`config.mk`:
```
export PLATFORM = sky130hd
export DESIGN_NAME = seg_scan
export DESIGN_NICKNAME = d
export VERILOG_FILES = /design/src/logic/trace_view_pkg.sv /design/src/logic/seg_scan.sv
export SDC_FILE = /design/constraint.sdc
export NUM_CORES = 1
export LEC_CHECK = 0
export BUFFER_PORTS_ARGS = -buffer_cell sky130_fd_sc_hd__buf_2
export CAP_MARGIN = 20
export CORE_UTILIZATION = 39
export CTS_CLUSTER_DIAMETER = 80
export DETAILED_ROUTE_END_ITERATION = 8
export GPL_ROUTABILITY_DRIVEN = 0
export PLACE_DENSITY = 0.81
export REMOVE_ABC_BUFFERS = 1
export SLEW_MARGIN = 20
export SYNTH_ARGS = -nofsm -noshare
export SYNTH_HDL_FRONTEND = slang
export SYNTH_SLANG_ARGS = --single-unit
```
`constraint.sdc`:
```
create_clock -name clk -period 2.5 [get_ports clk]
set_input_delay 0.25 -clock clk [delete_from_list [all_inputs] [get_ports clk]]
set_output_delay 0.25 -clock clk [all_outputs]
set_load 0.005 [all_outputs]
```
`src/logic/trace_view_pkg.sv`:
```
package trace_view_pkg;

    typedef logic [63:0] word_t;
    typedef logic [7:0]  char_t;
    typedef logic [3:0]  nibble_t;
    typedef logic [9:0]  cell_addr_t;
    typedef logic [2:0]  field_idx_t; // pc, inst, rs1, rs2, alu, mem_addr, rd, npc
    typedef logic [7:0]  seg_t;       // active low, bit 7 is the dot
    typedef logic [7:0]  digit_en_t;  // active low

    localparam int FIELD_COUNT      = 8;
    localparam int DIGITS_PER_FIELD = 16;
    localparam int TEXT_COLS        = 80;
    localparam int TEXT_CELLS       = 640; // 8 lines of 80
    localparam int CELLS_PER_SWEEP  = FIELD_COUNT * DIGITS_PER_FIELD;

    // sweep position splits into field and digit
    localparam int DIGIT_W = $clog2(DIGITS_PER_FIELD);
    localparam int SWEEP_W = $clog2(CELLS_PER_SWEEP);

    typedef enum logic {
        WAIT_FIRST, // nothing captured yet
        SWEEP
    } writer_state_t;

endpackage

```
`src/logic/seg_scan.sv`:
```
`timescale 1ns/1ps

module seg_scan
    import trace_view_pkg::*;
#(
    parameter int SCAN_DIV = 4
) (
    input  logic        clk,
    input  logic        rst,
    input  logic [31:0] value,
    output seg_t        seg,
    output digit_en_t   an
);

    localparam int DIV_W = (SCAN_DIV > 1) ? $clog2(SCAN_DIV) : 1;

    logic [DIV_W-1:0] div_cnt;
    logic [2:0]       digit; // active digit, 0 is the rightmost
    nibble_t          nib;

    always_ff @(posedge clk or posedge rst) begin
        if (rst) begin
            div_cnt <= '0;
            digit   <= '0;
        end else if (div_cnt == DIV_W'(SCAN_DIV - 1)) begin
            div_cnt <= '0;
            digit   <= digit + 1'b1;
        end else begin
            div_cnt <= div_cnt + 1'b1;
        end
    end

    assign an  = ~(digit_en_t'(1) << digit);
    assign nib = value[digit*4 +: 4];

    always_comb begin
        case (nib)
            4'h0: seg = 8'b1100_0000;
            4'h1: seg = 8'b1111_1001;
            4'h2: seg = 8'b1010_0100;
            4'h3: seg = 8'b1011_0000;
            4'h4: seg = 8'b1001_1001;
            4'h5: seg = 8'b1001_0010;
            4'h6: seg = 8'b1000_0010;
            4'h7: seg = 8'b1111_1000;
            4'h8: seg = 8'b1000_0000;
            4'h9: seg = 8'b1001_0000;
            4'ha: seg = 8'b1000_1000;
            4'hb: seg = 8'b1000_0011;
            4'hc: seg = 8'b1100_0110;
            4'hd: seg = 8'b1010_0001;
            4'he: seg = 8'b1000_0110;
            default: seg = 8'b1000_1110; // f
        endcase
    end

endmodule

```
==> results by group <==
Run status
  – Status: complete, but fails checks
  – Failing checks: setup timing

Drt
  – # DRC: 0
  – Routed WL per cell: roughly 13 microns
  – Initial DRC count: 13
  – Via count: around 840
  – Detail Route Antenna Nets: 0
  – Vias per Instance: roughly 5.0
  – First-pass detailed-route iteration total: 4
  – Routed wire length: 2.227 mm

Placement
  – DP HPWL: around 1.6 mm
  – Placed cell area: 0.001129 sq mm
  – Pre-CTS WS: -0.003450 ns
  – PortBufs: 48

Clocking
  – Total CTS buffers: 3
  – CTS Sinks: 5
  – CTS tree: yes
  – Clk root buf: clkbuf_4
  – H-tree depth: 1
  – Clock-pin transition on the worst setup and hold timing paths: about 0.05 ns
  – Clock latency at the later pin of the worst-skew pair: roughly 0.24 ns
  – Bufs on Longest Clock Path: 2

Power
  – Logic gate share of total power: between 40% and 50%
  – Seq pwr share: 28.0%
  – P_leak: 0.6298 nW
  – Net Sw Power: approximately 0.082 mW
  – Internal power: ~0.21 mW
  – Power Density: ~230 mW/mm^2
  – Clk pwr share: 31.8%
  – Sw Ratio: approximately 28%
  – Worst vdd ir: between 0.3 and 0.4 mV

STA
  – Final Max Tran Viols: 0
  – Setup TNS: -0.05126 ns
  – Final worst slack: -0.05126 ns
  – Max Freq: between 300 and 400 MHz
  – Worst Skew: around 0.0057 ns
  – Final setup fails: 1
  – RSZ-0062 raised after global routing: true
  – Final period util: 102.1%
  – Min Clock Period, post-route: between 2 and 3 ns
  – Count of final hold-check violations: 0

Synth
  – Mapped Cells: 78
  – Number of synthesized register bits: 5
  – Yosys warns: 0
  – Synth top area cells: ha_1 (19%), dfrtp_1 (15%), mux4_1 (12%), mux4_2 (11%), mux2i_1 (8.3%)
  – Synth cell types: 29
  – Post-synthesis compound-gate area fraction: under 10%
  – Post-Synth Adder-Cell Area: about a fifth
  – Asr flop ratio synth: 100.0%
  – Synth Area in XOR/XNOR: between 2 and 2.5%
  – Synth Area in Simple Gates: roughly 8%
  – Avg Cell Area, Syn: around 11 sq um
  – Post-synth top area cell: ha_1
  – Yosys top cell area share: between 10% and 20%
  – EDFF count, synth: 0
  – Post-synthesis mux area share: 41.06%
  – Post-synthesis sequential area ratio: between 10% and 20%
  – Synthesized cell area: approximately 850 sq um
  – Synth Flop Type: dfrtp_1
  – Largest family of logic cells by synthesized area: multiplexers

Global routing
  – Overall global routing resource usage: between 10% and 20%
  – Initial antenna violation count: 0
  – First-pass GRT wire length: about 3.5 mm
  – Largest net degree at the start of global routing: 11
  – Vias in the first global route: 817
  – Gr ovfl total: 0

Final layout
  – Area delta synth->final: 50.66%
  – Most common cell after layout, fill and taps aside: buf_2
  – Share of layout cells above drive strength 1: a little over three fifths
  – Final Cell Area: 0.001276 sq mm
  – Storage element area: 126.4 sq um
  – Footprint of the multi-input gates: between 600 and 700 sq um
  – Final Util: ~64%
  – FILL cells: roughly 170
  – Most frequent cells in the layout: buf_2 (49), ha_1 (11), buf_4 (9)
  – Final #Nets: around 190
  – Ant diodes: 0

Floorplan
  – Die width: between 40 and 50 microns
  – Full die area: 0.002362 sq mm
  – Core Rows: 16
  – Ports: 50
  – Core ar.: approximately 0.0020 sq mm
  – Height of the die: between 40 and 50 microns
  – Initial Util: between 40% and 50%

Worst setup path
  – Crit path capture type: output pin
  – Critical Path RT: between 2 and 2.5 ns
  – Crit Path Class: reg2out
  – CP Max Fanout: 6
  – WP data arrival: roughly 2.3 ns
  – Critical path startpoint category: flop

Hold path
  – Hold crit path type: reg2reg

Flow run
  – Max-cap violation count: 0
-- cells by family (layout without fill, tap and decap cells) --
family | count (synthesis) | after routing
muxes | 20 | 20
buffers and inverters | 14 | 76
and+or+nand+nor | 15 | 15
other | 1 | 1
AOI/OAI and AO/OA | 8 | 8
xor gates and xnor gates | 2 | 2
DFF | 5 | 5
adders and majority gates | 13 | 13
-- power groups by stage --
stage	sequential, mW	combinational (mW)	clock, mW
global route	0.0811	0.125	0.0997
detailed placement	0.0824	0.0955	0
floorplan	0.0824	0.0503	0
finish	0.0812	0.117	0.0925
CTS	0.0812	0.105	0.0949
global placement	0.0824	0.0917	0
-- worst max-delay path, stage by stage, from the launching register on --
cell,delay [ns]
dfrtp_2,0.43
buf_6,0.16
mux4_2,0.54
mux2_4,0.33
and3_4,0.18
a211o_1,0.28
buf_2,0.13
-- final timing paths --
kind	from	end	slack, ns	cells past startpoint
min reg2reg	div_cnt[0]$_DFF_PP0_	div_cnt[0]$_DFF_PP0_	0.42	1
max in group asynchronous	rst	digit[0]$_DFFE_PP0P_	1.87	3
max	digit[0]$_DFFE_PP0P_	seg[0]	-0.05	6
min	div_cnt[0]$_DFF_PP0_	div_cnt[0]$_DFF_PP0_	0.42	1
max reg2reg	digit[0]$_DFFE_PP0P_	digit[2]$_DFFE_PP0P_	1.05	5
min in group asynchronous	rst	digit[2]$_DFFE_PP0P_	0.44	3
-- through the flow --
stage / power (mW) / hold WS, ns / cells
6_report: 0.2906 / 0.4193 / 167
5_1_grt: 0.3055 / 0.4357 / 167
4_1_cts: 0.2808 / 0.4228 / 164
3_5_place_dp: 0.1779 / 0.1498 / 154
3_3_place_gp: 0.1741 / 0.1475 / 154
2_1_floorplan: 0.1327 / 0.02852 / 74
-- metal layers --
metal	GRT usage (%)	wire length, microns
met5	0	0
met4	2.941	0
met3	3.459	95
met1	20.44	886
met2	38.19	1245
-- sequential cells by signal, indices dropped and copies added, names as in the netlist --
signal / count
digit: 3
div_cnt: 2
-- timing repair --
action	CTS	global route
endpoints found under the setup margin	7	7
pin swaps	1	5
setup buffers	5	2
cloned	0	1
hold endpoints to repair	5	0
hold buffers	1	0
resized for setup	11	10
-- cell type report --
cell class	instances	share of cell area, %
inverters	10	2.941
flip-flops and latches	5	9.902
clock buffers	4	2.059
multi-input cells	59	54.51
well taps	27	2.647
repair buffers	62	27.94
-- synthesized netlist by cell type (all sizes together) (2+ instances only) --
library cell,count
buf,3
dfrtp,5
ha,13
inv,10
mux2,3
mux2i,9
mux4,8
nand2,7
nand3,2
nor2,3
o21ai,3
No activity file was read; power rests on OpenSTA's default activity.
