**config.mk**
```make
export PLATFORM = sky130hd
export DESIGN_NAME = trace_text_writer_flat
export DESIGN_NICKNAME = d
export VERILOG_FILES = /design/src/logic/trace_view_pkg.sv /design/src/logic/char_cell_if.sv /design/src/logic/trace_text_writer.sv /design/src/flat_wrapper.sv
export SDC_FILE = /design/constraint.sdc
export NUM_CORES = 1
export LEC_CHECK = 0
export ABC_CLOCK_PERIOD_IN_PS = 41200
export BUFFER_PORTS_ARGS = -buffer_cell sky130_fd_sc_hd__buf_2
export CAP_MARGIN = 20
export CORE_AREA = 2 2 411 413
export CTS_CLUSTER_SIZE = 24
export DETAILED_ROUTE_END_ITERATION = 12
export DIE_AREA = 0 0 413 415
export MAX_ROUTING_LAYER = met4
export PLACE_DENSITY = 0.33
export SYNTH_ARGS = -nofsm -noshare
export SYNTH_HDL_FRONTEND = slang
export SYNTH_SLANG_ARGS = --single-unit
```
**constraint.sdc**
```tcl
create_clock -name clk -period 41.2 [get_ports clk]
set_input_delay 0 -clock clk [delete_from_list [all_inputs] [get_ports clk]]
set_output_delay 0 -clock clk [all_outputs]
set_load 0.02 [all_outputs]
```
**src/logic/trace_view_pkg.sv**
```systemverilog
package trace_view_pkg;

    typedef logic [63:0] word_t;
    typedef logic [7:0]  char_t;
    typedef logic [3:0]  nibble_t;
    typedef logic [9:0]  cell_addr_t;
    typedef logic [2:0]  field_idx_t; // pc, inst, rs1, rs2, alu, mem_addr, rd, npc
    typedef logic [7:0]  seg_t;       // active low, bit 7 is the dot
    typedef logic [7:0]  digit_en_t;  // active low

    localparam int FIELD_COUNT      = 8;
    localparam int DIGITS_PER_FIELD = 16;
    localparam int TEXT_COLS        = 80;
    localparam int TEXT_CELLS       = 640; // 8 lines of 80
    localparam int CELLS_PER_SWEEP  = FIELD_COUNT * DIGITS_PER_FIELD;

    // sweep position splits into field and digit
    localparam int DIGIT_W = $clog2(DIGITS_PER_FIELD);
    localparam int SWEEP_W = $clog2(CELLS_PER_SWEEP);

    typedef enum logic {
        WAIT_FIRST, // nothing captured yet
        SWEEP
    } writer_state_t;

endpackage

```
**src/logic/char_cell_if.sv**
```systemverilog
`timescale 1ns/1ps

interface char_cell_if
    import trace_view_pkg::*;
();

    logic       valid;
    cell_addr_t addr;
    char_t      ch;
    logic       credit; // one pulse per cell leaving the receiver

    modport sender (
        output valid,
        output addr,
        output ch,
        input  credit
    );

    modport receiver (
        input  valid,
        input  addr,
        input  ch,
        output credit
    );

endinterface

```
**src/logic/trace_text_writer.sv**
```systemverilog
`timescale 1ns/1ps

module trace_text_writer
    import trace_view_pkg::*;
#(
    parameter int FIFO_DEPTH = 4
) (
    input  logic                          clk,
    input  logic                          rst,
    input  logic                          trace_valid,
    input  word_t [FIELD_COUNT-1:0]       trace_fields,
    output word_t [FIELD_COUNT-1:0]       snapshot,
    char_cell_if.sender                   cells
);

    localparam int CRED_W = $clog2(FIFO_DEPTH + 1);

    writer_state_t        state;
    logic [SWEEP_W-1:0]   pos;
    logic [CRED_W-1:0]    credit_cnt;
    field_idx_t           field;
    logic [DIGIT_W-1:0]   digit;
    logic [DIGIT_W-1:0]   rev;
    nibble_t              nib;
    logic                 send;

    always_ff @(posedge clk or posedge rst) begin
        if (rst) begin
            snapshot <= '0;
        end else if (trace_valid) begin
            snapshot <= trace_fields;
        end
    end

    always_ff @(posedge clk or posedge rst) begin
        if (rst) begin
            state <= WAIT_FIRST;
        end else if (state == WAIT_FIRST && trace_valid) begin
            state <= SWEEP; // never leaves, sweeps repeat
        end
    end

    assign send = (state == SWEEP) && (credit_cnt != '0);

    always_ff @(posedge clk or posedge rst) begin
        if (rst) begin
            pos <= '0;
        end else if (send) begin
            pos <= pos + 1'b1; // wraps after the last npc digit
        end
    end

    always_ff @(posedge clk or posedge rst) begin
        if (rst) begin
            credit_cnt <= CRED_W'(FIFO_DEPTH);
        end else begin
            credit_cnt <= credit_cnt - CRED_W'(send) + CRED_W'(cells.credit);
        end
    end

    assign field = field_idx_t'(pos >> DIGIT_W);
    assign digit = pos[DIGIT_W-1:0];
    assign rev   = DIGIT_W'(DIGITS_PER_FIELD - 1) - digit; // digit 0 is the top nibble
    assign nib   = snapshot[field][rev*4 +: 4];

    assign cells.valid = send;
    assign cells.ch    = (nib < 4'd10) ? char_t'(8'd48 + nib) : char_t'(8'd87 + nib);
    // blank cell after every group of four digits
    assign cells.addr  = cell_addr_t'(field) * cell_addr_t'(TEXT_COLS)
                       + cell_addr_t'(digit) + cell_addr_t'(digit >> 2);

    // no credit can return while every credit is home
    a_no_spurious_credit: assert property (
        @(posedge clk) disable iff (rst) cells.credit |-> credit_cnt != CRED_W'(FIFO_DEPTH)
    );

    // credits come back only for cells the FIFO really popped
    a_credit_bound: assert property (
        @(posedge clk) disable iff (rst) credit_cnt <= CRED_W'(FIFO_DEPTH)
    );

endmodule

```
**src/flat_wrapper.sv**
```systemverilog
// flat-port wrapper written by rule: the top's interface ports become plain ports
module trace_text_writer_flat import trace_view_pkg::*;
#(
    parameter int FIFO_DEPTH = 4
)
  (clk, rst, trace_valid, trace_fields, snapshot, cells_valid, cells_addr, cells_ch, cells_credit);
  char_cell_if cells_i ();
  input  logic clk;
  input  logic rst;
  input  logic trace_valid;
  input  word_t [FIELD_COUNT-1:0] trace_fields;
  output word_t [FIELD_COUNT-1:0] snapshot;
  output wire logic [$bits(cells_i.valid)-1:0] cells_valid;
  output wire logic [$bits(cells_i.addr)-1:0] cells_addr;
  output wire logic [$bits(cells_i.ch)-1:0] cells_ch;
  input wire logic [$bits(cells_i.credit)-1:0] cells_credit;
  assign cells_valid = cells_i.valid;
  assign cells_addr = cells_i.addr;
  assign cells_ch = cells_i.ch;
  assign cells_i.credit = cells_credit;
  trace_text_writer #(.FIFO_DEPTH(FIFO_DEPTH)) u_core (.clk(clk), .rst(rst), .trace_valid(trace_valid), .trace_fields(trace_fields), .snapshot(snapshot), .cells(cells_i));
endmodule
```
==> summary.md <==
| Metric | Value |
|---|---|
| Outcome | `finished clean` |
| Placed Area | `31670 sq um` |
| DRC violation total after the first TritonRoute iteration | `878` |
| Final design instance area without fill | `40100 sq um` |
| Signed area change from the synthesized netlist to the final layout | `67.09%` |
| Highest net fanout along the worst path | `36` |
| Per-instance average area after synthesis | `15.80 sq um` |
| Number of top-level design ports | `1047` |
| Number of cells produced by synthesis | `1519` |
| Fmax | `179.0 MHz` |
| Worst flop-to-flop path startpoint | `u_core.credit_cnt[1]` |
| Floorplan row count | `150` |
| FF+latch area | `13100 sq um` |
| Worst vdd ir | `0.00004933 V` |
| Area of the mapped netlist | `24000 sq um` |
| Ys flop type | `dfrtp_1` |
| Die extent in x | `413 um` |
| Slew at the pin closest to its max-slew limit | `1072 ps` |
| Top cell type's share of synthesized area | `54.43%` |
| Sink count of the clock tree | `523` |
| Synthesis-stage register bit count | `523` |
| Most common cell in the synthesized netlist | `dfrtp_1` |
| Sum of routed wire length over all layers | `140.7 mm` |
| Critical Path Most Common Cell | `mux4_2` |
| Maxcap violations | `0` |
| Clock insertion delay at the later pin of the skew report | `660 ps` |
| Critical Path AT | `5590 ps` |
| Leakage | `17.53 nW` |
| Gp weighted congestion | `0.8081` |
| CP endpoint kind | `output pin` |
| Vias after detailed routing | `20649` |
| Count of cell types in the netlist | `48` |
| Core box area | `166700 sq um` |
| Net count after synthesis | `2046` |
| Register clock-pin slew on the reported worst setup and hold paths | `60 ps` |
| Critical path class | `flip-flop to output pin` |
| Portion of the clock cycle consumed by the worst path in the final layout | `13.56%` |
| CTS Root Cell | `clkbuf_16` |
| Buffer levels on the longest clock path | `3` |
| Number of global-route vias before repair | `22459` |
| Peak-usage layer in the global routing report | `met2` |
| Total Die Area | `171400 sq um` |
| Sum of net half-perimeters after detailed placement | `109.8 mm` |
| Warning count from the yosys run | `0` |
| Headroom to the max-slew limit | `28.55%` |
| Largest area contributor in the netlist | `dfrtp_1` |
| Die Span Y | `415 um` |
| Post-layout power | `2.184 mW` |
| Most frequent cells after synthesis | `dfrtp_1 (522), mux2_2 (514), mux4_2 (104)` |
| Capture point of the worst reg-to-reg path | `u_core.credit_cnt[2]` |
| Wire length of the first global-routing pass | `190.4 mm` |
| Number of inserted filler cells in the final layout | `17901` |
| Total area of multi-input combinational cells | `10340 sq um` |
| Number of nets at the end of the flow | `3672` |
| Post-CTS sizing | `0` |
| Tot GR Track Use | `16.47%` |
| Core occupancy in the finished layout | `24.06%` |
| Cell with the largest stage delay on the worst path | `dfrtp_4` |
| Depth of the most critical reg-to-reg path | `7` |
| Share of async-settable or async-resettable flops after synthesis | `100.0%` |
| Number of buffers inserted during clock tree synthesis | `75` |
| Hold violation count in the final report | `0` |
| DRC errors left | `0` |
| Aggregate negative setup slack | `0 ps` |
| Pwr/cell area | `54.48 nW/um^2` |
| Number of antenna-violating nets in the routed design | `0` |
| Initial standard-cell utilization of the core | `14.40%` |
| Post-DR wirelength/cell | `26.00 um` |
| CTS tree | `done` |
| Layout Skew | `19.57 ps` |
| Count of input and output buffers | `1044` |
| Final min period | `5585 ps` |
| GRT Residual Overflow | `0` |
| Setup violations, final | `0` |
| Share of final-layout standard cells stronger than drive strength 1 | `56.77%` |
| Unrepaired setup endpoints after global routing | `no` |
| Maximum number of pins on one net before global-route repair | `149` |
| Area contributors post-synth | `dfrtp_1 (54%), mux2_2 (24%), mux4_2 (9.8%)` |
| Count of flip-flops with a built-in enable after synthesis | `0` |
| Deepest level of the CTS H-tree | `3` |
| Detail-routed via count per cell | `3.817` |
| GR Util met2 | `28.28%` |
| Reg2reg setup slack | `38740 ps` |
| List of cells traversed by the critical path | `buf_4 -> buf_4 -> mux4_2 -> mux4_2 -> mux4_2 -> a21oi_4 -> ha_1 -> inv_1 -> nor4_1 -> nand2b_1 -> buf_2` |
| M1 GR Usage | `19.82%` |
| GRT met3 Usage | `3.050%` |
| Type of the tightest min-delay check | `primary input to async pin` |
| Portion of the post-synthesis area used by sequential elements | `54.54%` |
| Required time worst endpoint | `41200 ps` |
| Number of max-slew violations in the final report | `0` |
| Worst hold margin | `21.16 ps` |
| Antenna violations before repair | `24` |
| CP max stage delay | `900 ps` |
| Count of TritonRoute iterations in the first routing pass | `4` |
| Startpoint type of the worst setup path | `flip-flop` |
==> power by group <==
group / switching, mW / internal, mW
Clock: 0.272 / 0.401
Sequential: 0.100 / 0.571
Combinational: 0.499 / 0.341
==> through the flow <==
step | setup slack [ps] | cells
detailed placement | 35920 | 4683
floorplan | 26590 | 1519
global placement | 36010 | 4683
CTS | 35140 | 5403
finish | 35610 | 5410
global route | 34970 | 5406
==> state kept, by name (all words and copies together), names as in the netlist <==
register           count
u_core.credit_cnt      3
u_core.pos             7
u_core.snapshot      512
u_core.state           1
==> cell families after synthesis <==
family / count (synthesis) / share of synthesized area (%)
muxes: 684 / 37.58
AOI/OAI and AO/OA: 74 / 2.284
buffers and inverters: 118 / 2.456
and+or+nand+nor: 90 / 1.846
adders and majority gates: 11 / 0.6361
other: 2 / 0.03130
xor gates and xnor gates: 17 / 0.6205
DFF: 523 / 54.54
==> placed cells by master, fill, tap and decap left out, types with 19 or more instances in the layout <==
cell and count:
buf_2 1043, dlygate4sd3_1 589, dfrtp_1 517, mux2_2 514, mux4_2 104, clkbuf_16 75
mux2i_1 52, nand2_1 27, nor2b_1 22, clkbuf_8 19, buf_4 19
==> layout make-up <==
class	instances	share of cell area [%]
diodes	7	0.04369
clock buffers	106	5.445
clock inverters	25	0.8113
inverters	13	0.1404
multi-input cells	878	25.79
flip-flops and latches	523	32.68
well taps	2204	6.878
repair buffers	1654	28.22
==> worst max-delay path, delay by kind of cell (launching register included) <==
kind | cells | cell delay, ps
AOI/OAI and AO/OA | 1 | 260
DFF | 1 | 900
and+or+nand+nor | 2 | 450
adders and majority gates | 1 | 190
buffers and inverters | 4 | 1450
muxes | 3 | 1600
==> how the worst max path moves through the flow <==
stage	from	endpoint	slack, ps
3_5_place_dp	u_core.pos[4]	cells_ch[2]	35920
4_1_cts	u_core.pos[4]	cells_ch[2]	35140
6_report	u_core.pos[4]	cells_ch[2]	35610
5_1_grt	u_core.pos[4]	cells_ch[2]	34970
3_3_place_gp	u_core.pos[4]	cells_ch[0]	36010
2_1_floorplan	rst	u_core.credit_cnt[0]	26590
==> what timing repair did <==
action | 4_1_cts | 5_1_grt
hold buffers | 589 | 0
endpoints found under the hold margin | 619 | 0
buffers inserted | 0 | 0
==> layer usage <==
layer	share of wire, %	up-vias
li1	-	9044
met1	42	10707
met2	51	725
met3	4.9	173
met4	2.3	0
met5	0	-
(Power assumes the default switching activity.)
