[src/logic/trace_view_pkg.sv]
package trace_view_pkg;

    typedef logic [63:0] word_t;
    typedef logic [7:0]  char_t;
    typedef logic [3:0]  nibble_t;
    typedef logic [9:0]  cell_addr_t;
    typedef logic [2:0]  field_idx_t; // pc, inst, rs1, rs2, alu, mem_addr, rd, npc
    typedef logic [7:0]  seg_t;       // active low, bit 7 is the dot
    typedef logic [7:0]  digit_en_t;  // active low

    localparam int FIELD_COUNT      = 8;
    localparam int DIGITS_PER_FIELD = 16;
    localparam int TEXT_COLS        = 80;
    localparam int TEXT_CELLS       = 640; // 8 lines of 80
    localparam int CELLS_PER_SWEEP  = FIELD_COUNT * DIGITS_PER_FIELD;

    // sweep position splits into field and digit
    localparam int DIGIT_W = $clog2(DIGITS_PER_FIELD);
    localparam int SWEEP_W = $clog2(CELLS_PER_SWEEP);

    typedef enum logic {
        WAIT_FIRST, // nothing captured yet
        SWEEP
    } writer_state_t;

endpackage

[src/logic/char_cell_if.sv]
`timescale 1ns/1ps

interface char_cell_if
    import trace_view_pkg::*;
();

    logic       valid;
    cell_addr_t addr;
    char_t      ch;
    logic       credit; // one pulse per cell leaving the receiver

    modport sender (
        output valid,
        output addr,
        output ch,
        input  credit
    );

    modport receiver (
        input  valid,
        input  addr,
        input  ch,
        output credit
    );

endinterface

[src/logic/char_cell_fifo.sv]
`timescale 1ns/1ps

module char_cell_fifo
    import trace_view_pkg::*;
#(
    parameter int FIFO_DEPTH = 4
) (
    input  logic          clk,
    input  logic          rst,
    char_cell_if.receiver in_cells,
    char_cell_if.sender   out_cells
);

    localparam int PTR_W = (FIFO_DEPTH > 1) ? $clog2(FIFO_DEPTH) : 1;
    localparam int CNT_W = $clog2(FIFO_DEPTH + 1);

    cell_addr_t         addr_mem [FIFO_DEPTH];
    char_t              ch_mem   [FIFO_DEPTH];
    logic [PTR_W-1:0]   wr_ptr;
    logic [PTR_W-1:0]   rd_ptr;
    logic [CNT_W-1:0]   count;
    logic               dn_credit; // single slot in the vram hold register
    logic               pop;

    // a credit returned this cycle can be spent right away
    assign pop = (count != '0) && (dn_credit || out_cells.credit);

    always_ff @(posedge clk) begin
        if (in_cells.valid) begin
            addr_mem[wr_ptr] <= in_cells.addr;
            ch_mem[wr_ptr]   <= in_cells.ch;
        end
    end

    always_ff @(posedge clk or posedge rst) begin
        if (rst) begin
            wr_ptr    <= '0;
            rd_ptr    <= '0;
            count     <= '0;
            dn_credit <= 1'b1;
        end else begin
            if (in_cells.valid) begin
                wr_ptr <= (wr_ptr == PTR_W'(FIFO_DEPTH - 1)) ? '0 : wr_ptr + 1'b1;
            end
            if (pop) begin
                rd_ptr <= (rd_ptr == PTR_W'(FIFO_DEPTH - 1)) ? '0 : rd_ptr + 1'b1;
            end
            count     <= count + CNT_W'(in_cells.valid) - CNT_W'(pop);
            dn_credit <= dn_credit + out_cells.credit - pop;
        end
    end

    assign out_cells.valid = pop;
    assign out_cells.addr  = addr_mem[rd_ptr];
    assign out_cells.ch    = ch_mem[rd_ptr];
    assign in_cells.credit = pop; // upstream credit in the pop cycle

    a_no_push_when_full: assert property (
        @(posedge clk) disable iff (rst) in_cells.valid |-> count < CNT_W'(FIFO_DEPTH)
    );

endmodule

[src/flat_wrapper.sv]
// flat-port wrapper written by rule: the top's interface ports become plain ports
module char_cell_fifo_flat import trace_view_pkg::*;
#(
    parameter int FIFO_DEPTH = 4
)
  (clk, rst, in_cells_valid, in_cells_addr, in_cells_ch, in_cells_credit, out_cells_valid, out_cells_addr, out_cells_ch, out_cells_credit);
  char_cell_if in_cells_i ();
  char_cell_if out_cells_i ();
  input  logic clk;
  input  logic rst;
  input wire logic [$bits(in_cells_i.valid)-1:0] in_cells_valid;
  input wire logic [$bits(in_cells_i.addr)-1:0] in_cells_addr;
  input wire logic [$bits(in_cells_i.ch)-1:0] in_cells_ch;
  output wire logic [$bits(in_cells_i.credit)-1:0] in_cells_credit;
  output wire logic [$bits(out_cells_i.valid)-1:0] out_cells_valid;
  output wire logic [$bits(out_cells_i.addr)-1:0] out_cells_addr;
  output wire logic [$bits(out_cells_i.ch)-1:0] out_cells_ch;
  input wire logic [$bits(out_cells_i.credit)-1:0] out_cells_credit;
  assign in_cells_i.valid = in_cells_valid;
  assign in_cells_i.addr = in_cells_addr;
  assign in_cells_i.ch = in_cells_ch;
  assign in_cells_credit = in_cells_i.credit;
  assign out_cells_valid = out_cells_i.valid;
  assign out_cells_addr = out_cells_i.addr;
  assign out_cells_ch = out_cells_i.ch;
  assign out_cells_i.credit = out_cells_credit;
  char_cell_fifo #(.FIFO_DEPTH(FIFO_DEPTH)) u_core (.clk(clk), .rst(rst), .in_cells(in_cells_i), .out_cells(out_cells_i));
endmodule
[config.mk]
export PLATFORM = sky130hd
export DESIGN_NAME = char_cell_fifo_flat
export DESIGN_NICKNAME = d
export VERILOG_FILES = /design/src/logic/trace_view_pkg.sv /design/src/logic/char_cell_if.sv /design/src/logic/char_cell_fifo.sv /design/src/flat_wrapper.sv
export SDC_FILE = /design/constraint.sdc
export NUM_CORES = 1
export LEC_CHECK = 0
export CORE_MARGIN = 2
export CORE_UTILIZATION = 57
export DETAILED_ROUTE_END_ITERATION = 16
export DONT_BUFFER_PORTS = 1
export GPL_ROUTABILITY_DRIVEN = 0
export GPL_TIMING_DRIVEN = 0
export PLACE_DENSITY = 0.84
export SLEW_MARGIN = 20
export SYNTH_ARGS = -nofsm -noshare
export SYNTH_HDL_FRONTEND = slang
export SYNTH_SLANG_ARGS = --single-unit
[constraint.sdc]
create_clock -name clk -period 4.6 [get_ports clk]
set_clock_uncertainty 0.15 [all_clocks]
set_input_delay 0.23 -clock clk [delete_from_list [all_inputs] [get_ports clk]]
set_output_delay 0.23 -clock clk [all_outputs]
set_load 0.005 [all_outputs]
==> results of run 1 <==
[through the flow]
step                      cell area [µm²]  hold slack, ns
after floorplan                      3090          -0.105
after global placement               3180         -0.0746
after detailed placement             3180         -0.0521
after CTS                            3550          0.0703
after global routing                 3550          0.0764
final                                3550          0.0797
[final cells by class]
type / instances / share of cell area [%]
Sequential cell: 80 / 66.7
Buffer: 5 / 1.20
Timing Repair Buffer: 21 / 5.93
Tap cell: 70 / 2.47
Clock buffer: 11 / 3.71
Multi-Input combinational cell: 43 / 18.6
Clock inverter: 4 / 0.635
Inverter: 8 / 0.847
[cells by family after synthesis]
family	Yosys count	synth area share [%]
mux	20	13.8
compound gates	5	1.78
fa+ha+maj	8	3.48
simple gates	7	1.33
flops	80	76.4
xor+xnor	3	0.849
buf+inv	13	2.35
[critical path, cell delays in order, from the launching register on]
cell                      delay (ns)
sky130_fd_sc_hd__dfrtp_1        0.44
sky130_fd_sc_hd__o32ai_4        0.34
sky130_fd_sc_hd__inv_1          0.14
sky130_fd_sc_hd__ha_1           0.30
sky130_fd_sc_hd__inv_1          0.04
sky130_fd_sc_hd__ha_1           0.19
sky130_fd_sc_hd__fa_1           0.43
sky130_fd_sc_hd__xnor2_1        0.14
sky130_fd_sc_hd__xnor2_1        0.13
[state kept, by name, summed over array words and instances (netlist names)]
name and flops:
u_core.addr_mem 40, u_core.ch_mem 32, u_core.count 3, u_core.rd_ptr 2
u_core.wr_ptr 2, u_core.dn_credit 1
[routing by layer]
| layer | vias to the layer above | GRT usage [%] | part of all wire, % |
|---|---|---|---|
| li1 | 611 | - | - |
| met1 | 693 | 20.8 | 41 |
| met2 | 28 | 28.6 | 53 |
| met3 | 6 | 4.65 | 4.4 |
| met4 | 0 | 9.11 | 1.4 |
| met5 | - | 0 | 0 |
[power by group]
group	switching, mW	internal [mW]
Sequential	0.0647	0.951
Clock	0.217	0.190
Combinational	0.283	0.283
[path summary, 6_finish.rpt]
kind,from,endpoint,slack [ns],depth (start not counted)
max in group asynchronous,rst,u_core.dn_credit,3.88,2
setup / recovery,u_core.count[0],u_core.count[2],2.18,8
setup reg to reg,u_core.count[0],u_core.count[2],2.18,8
hold / removal,out_cells_credit,u_core.rd_ptr[0],0.08,2
hold reg to reg,u_core.count[1],u_core.dn_credit,0.38,1
min in group asynchronous,rst,u_core.count[1],0.14,2
[layout by cell type, fill, tap and decap left out, types with 2 or more instances in the layout]
master and instances:
sky130_fd_sc_hd__edfxtp_1 72, sky130_fd_sc_hd__dlygate4sd3_1 21, sky130_fd_sc_hd__mux4_2 18, sky130_fd_sc_hd__clkbuf_8 9, sky130_fd_sc_hd__inv_1 8, sky130_fd_sc_hd__ha_1 7
sky130_fd_sc_hd__dfrtp_1 7, sky130_fd_sc_hd__and2_1 4, sky130_fd_sc_hd__xnor2_1 3, sky130_fd_sc_hd__o21ai_0 2, sky130_fd_sc_hd__buf_6 2, sky130_fd_sc_hd__mux2_2 2
sky130_fd_sc_hd__buf_4 2, sky130_fd_sc_hd__clkinv_2 2, sky130_fd_sc_hd__clkbuf_1 2
==> impl_metrics.toml, run 1 <==
[yosys]
synth_commonest_cells = "sky130_fd_sc_hd__edfxtp_1, sky130_fd_sc_hd__mux4_2, sky130_fd_sc_hd__inv_1, sky130_fd_sc_hd__dfrtp_1, sky130_fd_sc_hd__ha_1"
synth_fp_nets = 166
synth_area_leader_cell = "sky130_fd_sc_hd__edfxtp_1"
synth-main-ff-cell = "sky130_fd_sc_hd__edfxtp_1"
synthesis.area_per_instance_um2 = 22.8
synth-seq-area-share_pct = 76.4
synthDistinctLibCells = 20
post-synth-top-count-cell = "sky130_fd_sc_hd__edfxtp_1"
synth_edf_count = 72
synth-seq-cells = 80
synth_async_sr_flop_share_pct = 10.0
synth.yosys.warnings = 0
post_synth_main_area_contributors = "sky130_fd_sc_hd__edfxtp_1, sky130_fd_sc_hd__mux4_2, sky130_fd_sc_hd__dfrtp_1"
number_of_instances_in_the_synthesized_netlist = 136
syn-cell-area_um2 = 3090
synth_top_area_share_pct = 69.9

[grt]
global_route.usage.total_pct = 17.2
antenna_found_initial = 0
grt_pass1_wl_um = 7330
first_global_vias = 1454
largest_net_degree_at_the_start_of_global_routing = 19
grt-ovfl-total = 0

[sta]
max-slew-margin-rel_pct = 38.0
pin_slew_with_the_least_headroom_to_its_limit_ns = 0.930
timing.final.setup_violations = 0
postLayoutSetupSlackWorst_ns = 2.18
fmax_ghz = 0.414
finalSetupTns_ns = 0
finalCritPeriodShare_pct = 52.6
slew_violations = 0
period_needed_ns = 2.42
hold_violations_final = 0
rsz0062_at_grt = "no"

[finish]
finish.cell_count_without_fillers = 242
sequential_cell_area_um2 = 2360
syn2layout_area_growth_pct = 14.6
num-fill-cells = 317
finalCoreUtilization_pct = 68.6
post_route_cells_drive_above_1_share_pct = 23.3
final_net_count = 198
multiInputGateArea_um2 = 658
diodes = 0

[min_path]
min_delay_path_class = "in -> reg"

[routing]
drt.antenna.violating_nets = 0
dr.pass1.iters = 4
drc_markers = 0
detailroute.via_count = 1338
route.detailed.wl_per_inst_um = 19.5
avgViaCountPerCell = 5.53
dr.first_iter.drc_count = 56
detail_route.wirelength_um = 4730

[cts]
post_cts.repair.setup_buffers = 0
cts.repair.resized = 0
clk_root_buffer_cell = "sky130_fd_sc_hd__clkbuf_8"
cts_htree_levels = 3
maximum_count_of_clock_buffers_along_a_single_path = 2
cts-buffers-inserted = 9
insertion_delay_ns = 0.33
cts_sinks = 80
cts_tree = "yes"
cts.hold.buffers_added = 21
worst_setup_hold_path_clk_slew_ns = 0.07

[pwr]
leakagePower_nw = 1.20
power_per_cell_area_nw_per_um2 = 561
ir_drop_uv = 344
p_total_mw = 1.99

[setup_path]
timing.critical_path.to_type = "flip-flop"
cp_data_required_time_ns = 4.67
arrival_ns = 2.49
crit_type = "reg -> reg"
critical_path_peak_fanout = 4
timing.critical_path.from_type = "flip-flop"

[floorplanning]
initial_utilization_pct = 59.8
boundaryPins = 42
placement_rows = 26
chipHeight_um = 77.7
core_um2 = 5170
fp.dieW_um = 77.7
die_area_um2 = 6030

[status]
run_status = "complete, no violations"

[placement]
dp_slack_ns = 2.16
placed_cells = 206
numPortBuffers = 0
place.detailed.hpwl_um = 3070

[run]
maxCapViolations = 0
Power figures use the tool's default switching activity.
==> run 2, diff against run 1 <==
--- a/config.mk
+++ b/config.mk
@@ -5,6 +5,7 @@
 export SDC_FILE = /design/constraint.sdc
 export NUM_CORES = 1
 export LEC_CHECK = 0
+export ABC_AREA = 1
 export CORE_MARGIN = 2
 export CORE_UTILIZATION = 57
 export DETAILED_ROUTE_END_ITERATION = 16
==> constraint.sdc (replaced) <==
create_clock -name clk -period 2.5 [get_ports clk]
set_clock_uncertainty 0.15 [all_clocks]
set_input_delay 0.125 -clock clk [delete_from_list [all_inputs] [get_ports clk]]
set_output_delay 0.125 -clock clk [all_outputs]
set_load 0.005 [all_outputs]
==> run 2 against run 1 <==
Effect of this change:
- worst hold slack worse by 0.061 ns
- combinational power rose to 2.5 times the previous value
- clock power up 150%
- critical endpoint unchanged
==> impl_metrics.toml, run 2 <==
[floorplanning]
chipHeight_um = 80.6
placement_rows = 27
initial_utilization_pct = 60.0
die_area_um2 = 6490
core_um2 = 5570
boundaryPins = 42
fp.dieW_um = 80.6

[finish]
mostFrequentLayoutCells = "sky130_fd_sc_hd__edfxtp_1, sky130_fd_sc_hd__nand2_1, sky130_fd_sc_hd__inv_1"
max_flop_register = "u_core.addr_mem"
post_route_cells_drive_above_1_share_pct = 10.9
layout.cells.most_common = "sky130_fd_sc_hd__edfxtp_1"
syn2layout_area_growth_pct = 15.5
final_net_count = 330
finish.cell_count_without_fillers = 376
reg_top3 = "u_core.addr_mem (40), u_core.ch_mem (32), u_core.count (3)"
num-fill-cells = 373
diodes = 0
largest_reg_flops = 40

[cts]
insertion_delay_ns = 0.34
clk_root_buffer_cell = "sky130_fd_sc_hd__clkbuf_8"
maximum_count_of_clock_buffers_along_a_single_path = 2
cts_sinks = 80
cts_htree_levels = 3
cts_tree = "yes"
cts-buffers-inserted = 9
worst_setup_hold_path_clk_slew_ns = 0.08

[sta]
finalCritPeriodShare_pct = 94.5
period_needed_ns = 2.36
max-slew-margin-rel_pct = 43.8
rsz0062_at_grt = "no"
finalSetupTns_ns = 0
hold_violations_final = 0
pin_slew_with_the_least_headroom_to_its_limit_ns = 0.841
fmax_ghz = 0.423
slew_violations = 0
timing.final.setup_violations = 0

[min_path]
min_delay_path_class = "in -> async"

[status]
run_status = "complete, no violations"

[yosys]
synth_fa_ha_area_share_pct = 3.22
synth_edf_count = 72
synth_fp_nets = 298
synth-compound-area-share_pct = 9.88
synth_area_leader_cell = "sky130_fd_sc_hd__edfxtp_1"
synthSimpleGateAreaFrac_pct = 6.89
post_synth_main_area_contributors = "sky130_fd_sc_hd__edfxtp_1, sky130_fd_sc_hd__nand2_1, sky130_fd_sc_hd__inv_1"
synth-seq-area-share_pct = 70.7
synth_top_area_share_pct = 64.7
synth_top_family_by_area = "compound AO/OA/AOI/OAI gates"
synth.yosys.warnings = 0
synth_commonest_cells = "sky130_fd_sc_hd__edfxtp_1, sky130_fd_sc_hd__nand2_1, sky130_fd_sc_hd__inv_1, sky130_fd_sc_hd__a21oi_1, sky130_fd_sc_hd__o211ai_1"
number_of_instances_in_the_synthesized_netlist = 268
syn-cell-area_um2 = 3340
post_synth_xor_area_fraction_pct = 0.524
synth-seq-cells = 80
post-synth-top-count-cell = "sky130_fd_sc_hd__edfxtp_1"
synth_async_sr_flop_share_pct = 10.0
synth-main-ff-cell = "sky130_fd_sc_hd__edfxtp_1"
synthDistinctLibCells = 22
synthesis.area_per_instance_um2 = 12.5
synthMuxAreaShare_pct = 0

[routing]
route.detailed.wl_per_inst_um = 17.1
detail_route.wirelength_um = 6420
detailroute.via_count = 2074
avgViaCountPerCell = 5.52
drc_markers = 0
dr.first_iter.drc_count = 203
dr.pass1.iters = 4
drt.antenna.violating_nets = 0

[grt]
grt_pass1_wl_um = 9960
global_route.usage.total_pct = 21.3
antenna_found_initial = 0
grt-ovfl-total = 0
first_global_vias = 2068
largest_net_degree_at_the_start_of_global_routing = 19

[run]
maxCapViolations = 0

[setup_path]
startpoint = "out_cells_credit"
timing.critical_path.to_type = "flip-flop"
setup.reg_to_reg.worst_slack_ns = 0.15
critical_path_peak_fanout = 4
crit_type = "in -> reg"
timing.critical_path.from_type = "primary input"
cp_data_required_time_ns = 2.58
arrival_ns = 2.44
regToRegEndpoint = "u_core.count[2]"
reg2reg_from = "u_core.dn_credit"
worstRegToRegCells = 10

[pwr]
leakagePower_nw = 1.58
ir_drop_uv = 631
power_per_cell_area_nw_per_um2 = 1110

[placement]
numPortBuffers = 0
place.detailed.hpwl_um = 3950
placed_cells = 340
## run 2: report_power, final
group	internal [mW]	switching, mW
logic	0.499	0.928
registers	1.77	0.103
clock network	0.553	0.446
total	2.82	1.48
## run 2: worst max-delay path: stages
cell	delay (ns)
sky130_fd_sc_hd__dlygate4sd3_1	0.55
sky130_fd_sc_hd__or2_2	0.34
sky130_fd_sc_hd__nand2_1	0.12
sky130_fd_sc_hd__inv_1	0.10
sky130_fd_sc_hd__ha_1	0.29
sky130_fd_sc_hd__inv_1	0.04
sky130_fd_sc_hd__ha_1	0.20
sky130_fd_sc_hd__fa_2	0.41
sky130_fd_sc_hd__xor2_1	0.15
sky130_fd_sc_hd__nand2_1	0.06
sky130_fd_sc_hd__nand2_1	0.05
## run 2: kinds of logic after synthesis
logic type / Yosys count
adder cells (fa/ha/maj): 8
XOR/XNOR: 2
flip-flops: 80
AO/OA/AOI/OAI: 57
buffers and inverters: 61
AND/OR/NAND/NOR: 60
## run 2: worst max-delay path by stage
stage	to	cells after the start
5_1_grt	u_core.count[2]	10
6_report	u_core.count[2]	11
3_3_place_gp	u_core.count[2]	10
2_1_floorplan	u_core.count[2]	10
3_5_place_dp	u_core.count[2]	10
4_1_cts	u_core.count[2]	10
## run 2: timing repair
item                       CTS  global route
hold endpoints to repair    87             0
gates resized for setup      0             3
setup buffers                0             0
setup endpoints to repair    0             1
hold buffers                21             0
## run 2: layer usage
layer	wire length [µm]	vias to the layer above	global-route usage [%]	part of all wire [%]
met5	0	-	0	0
met4	143	0	12.2	2.2
met3	479	17	5.06	7.5
met2	3260	81	34.2	51
met1	2540	1007	26.6	40
li1	-	969	-	-
## run 2: layout make-up
class | instances | area [µm²] | share of cell area (%)
inverters | 48 | 180 | 4.67
multi-input cells | 127 | 693 | 18.0
clock buffers | 9 | 124 | 3.21
plain buffers | 13 | 114 | 2.95
repair buffers | 21 | 210 | 5.45
clock inverters | 6 | 85.1 | 2.20
flip-flops and latches | 80 | 2360 | 61.2
well taps | 72 | 90.1 | 2.33
## run 2: metrics by stage
step / cell area (µm²) / worst slack, ns / hold WS (ns) / util (%) / power (mW)
global placement: 3430 / 0.147 / -0.174 / 61.6 / 3.19
finish: 3860 / 0.138 / 0.0188 / 69.2 / 4.30
floorplan: 3340 / 0.234 / -0.210 / - / 2.90
global route: 3860 / 0.0131 / 0.0567 / 69.2 / 4.56
detailed placement: 3430 / 0.103 / -0.163 / 61.6 / 3.28
CTS: 3850 / 0.0884 / 0.0200 / 69.1 / 4.29
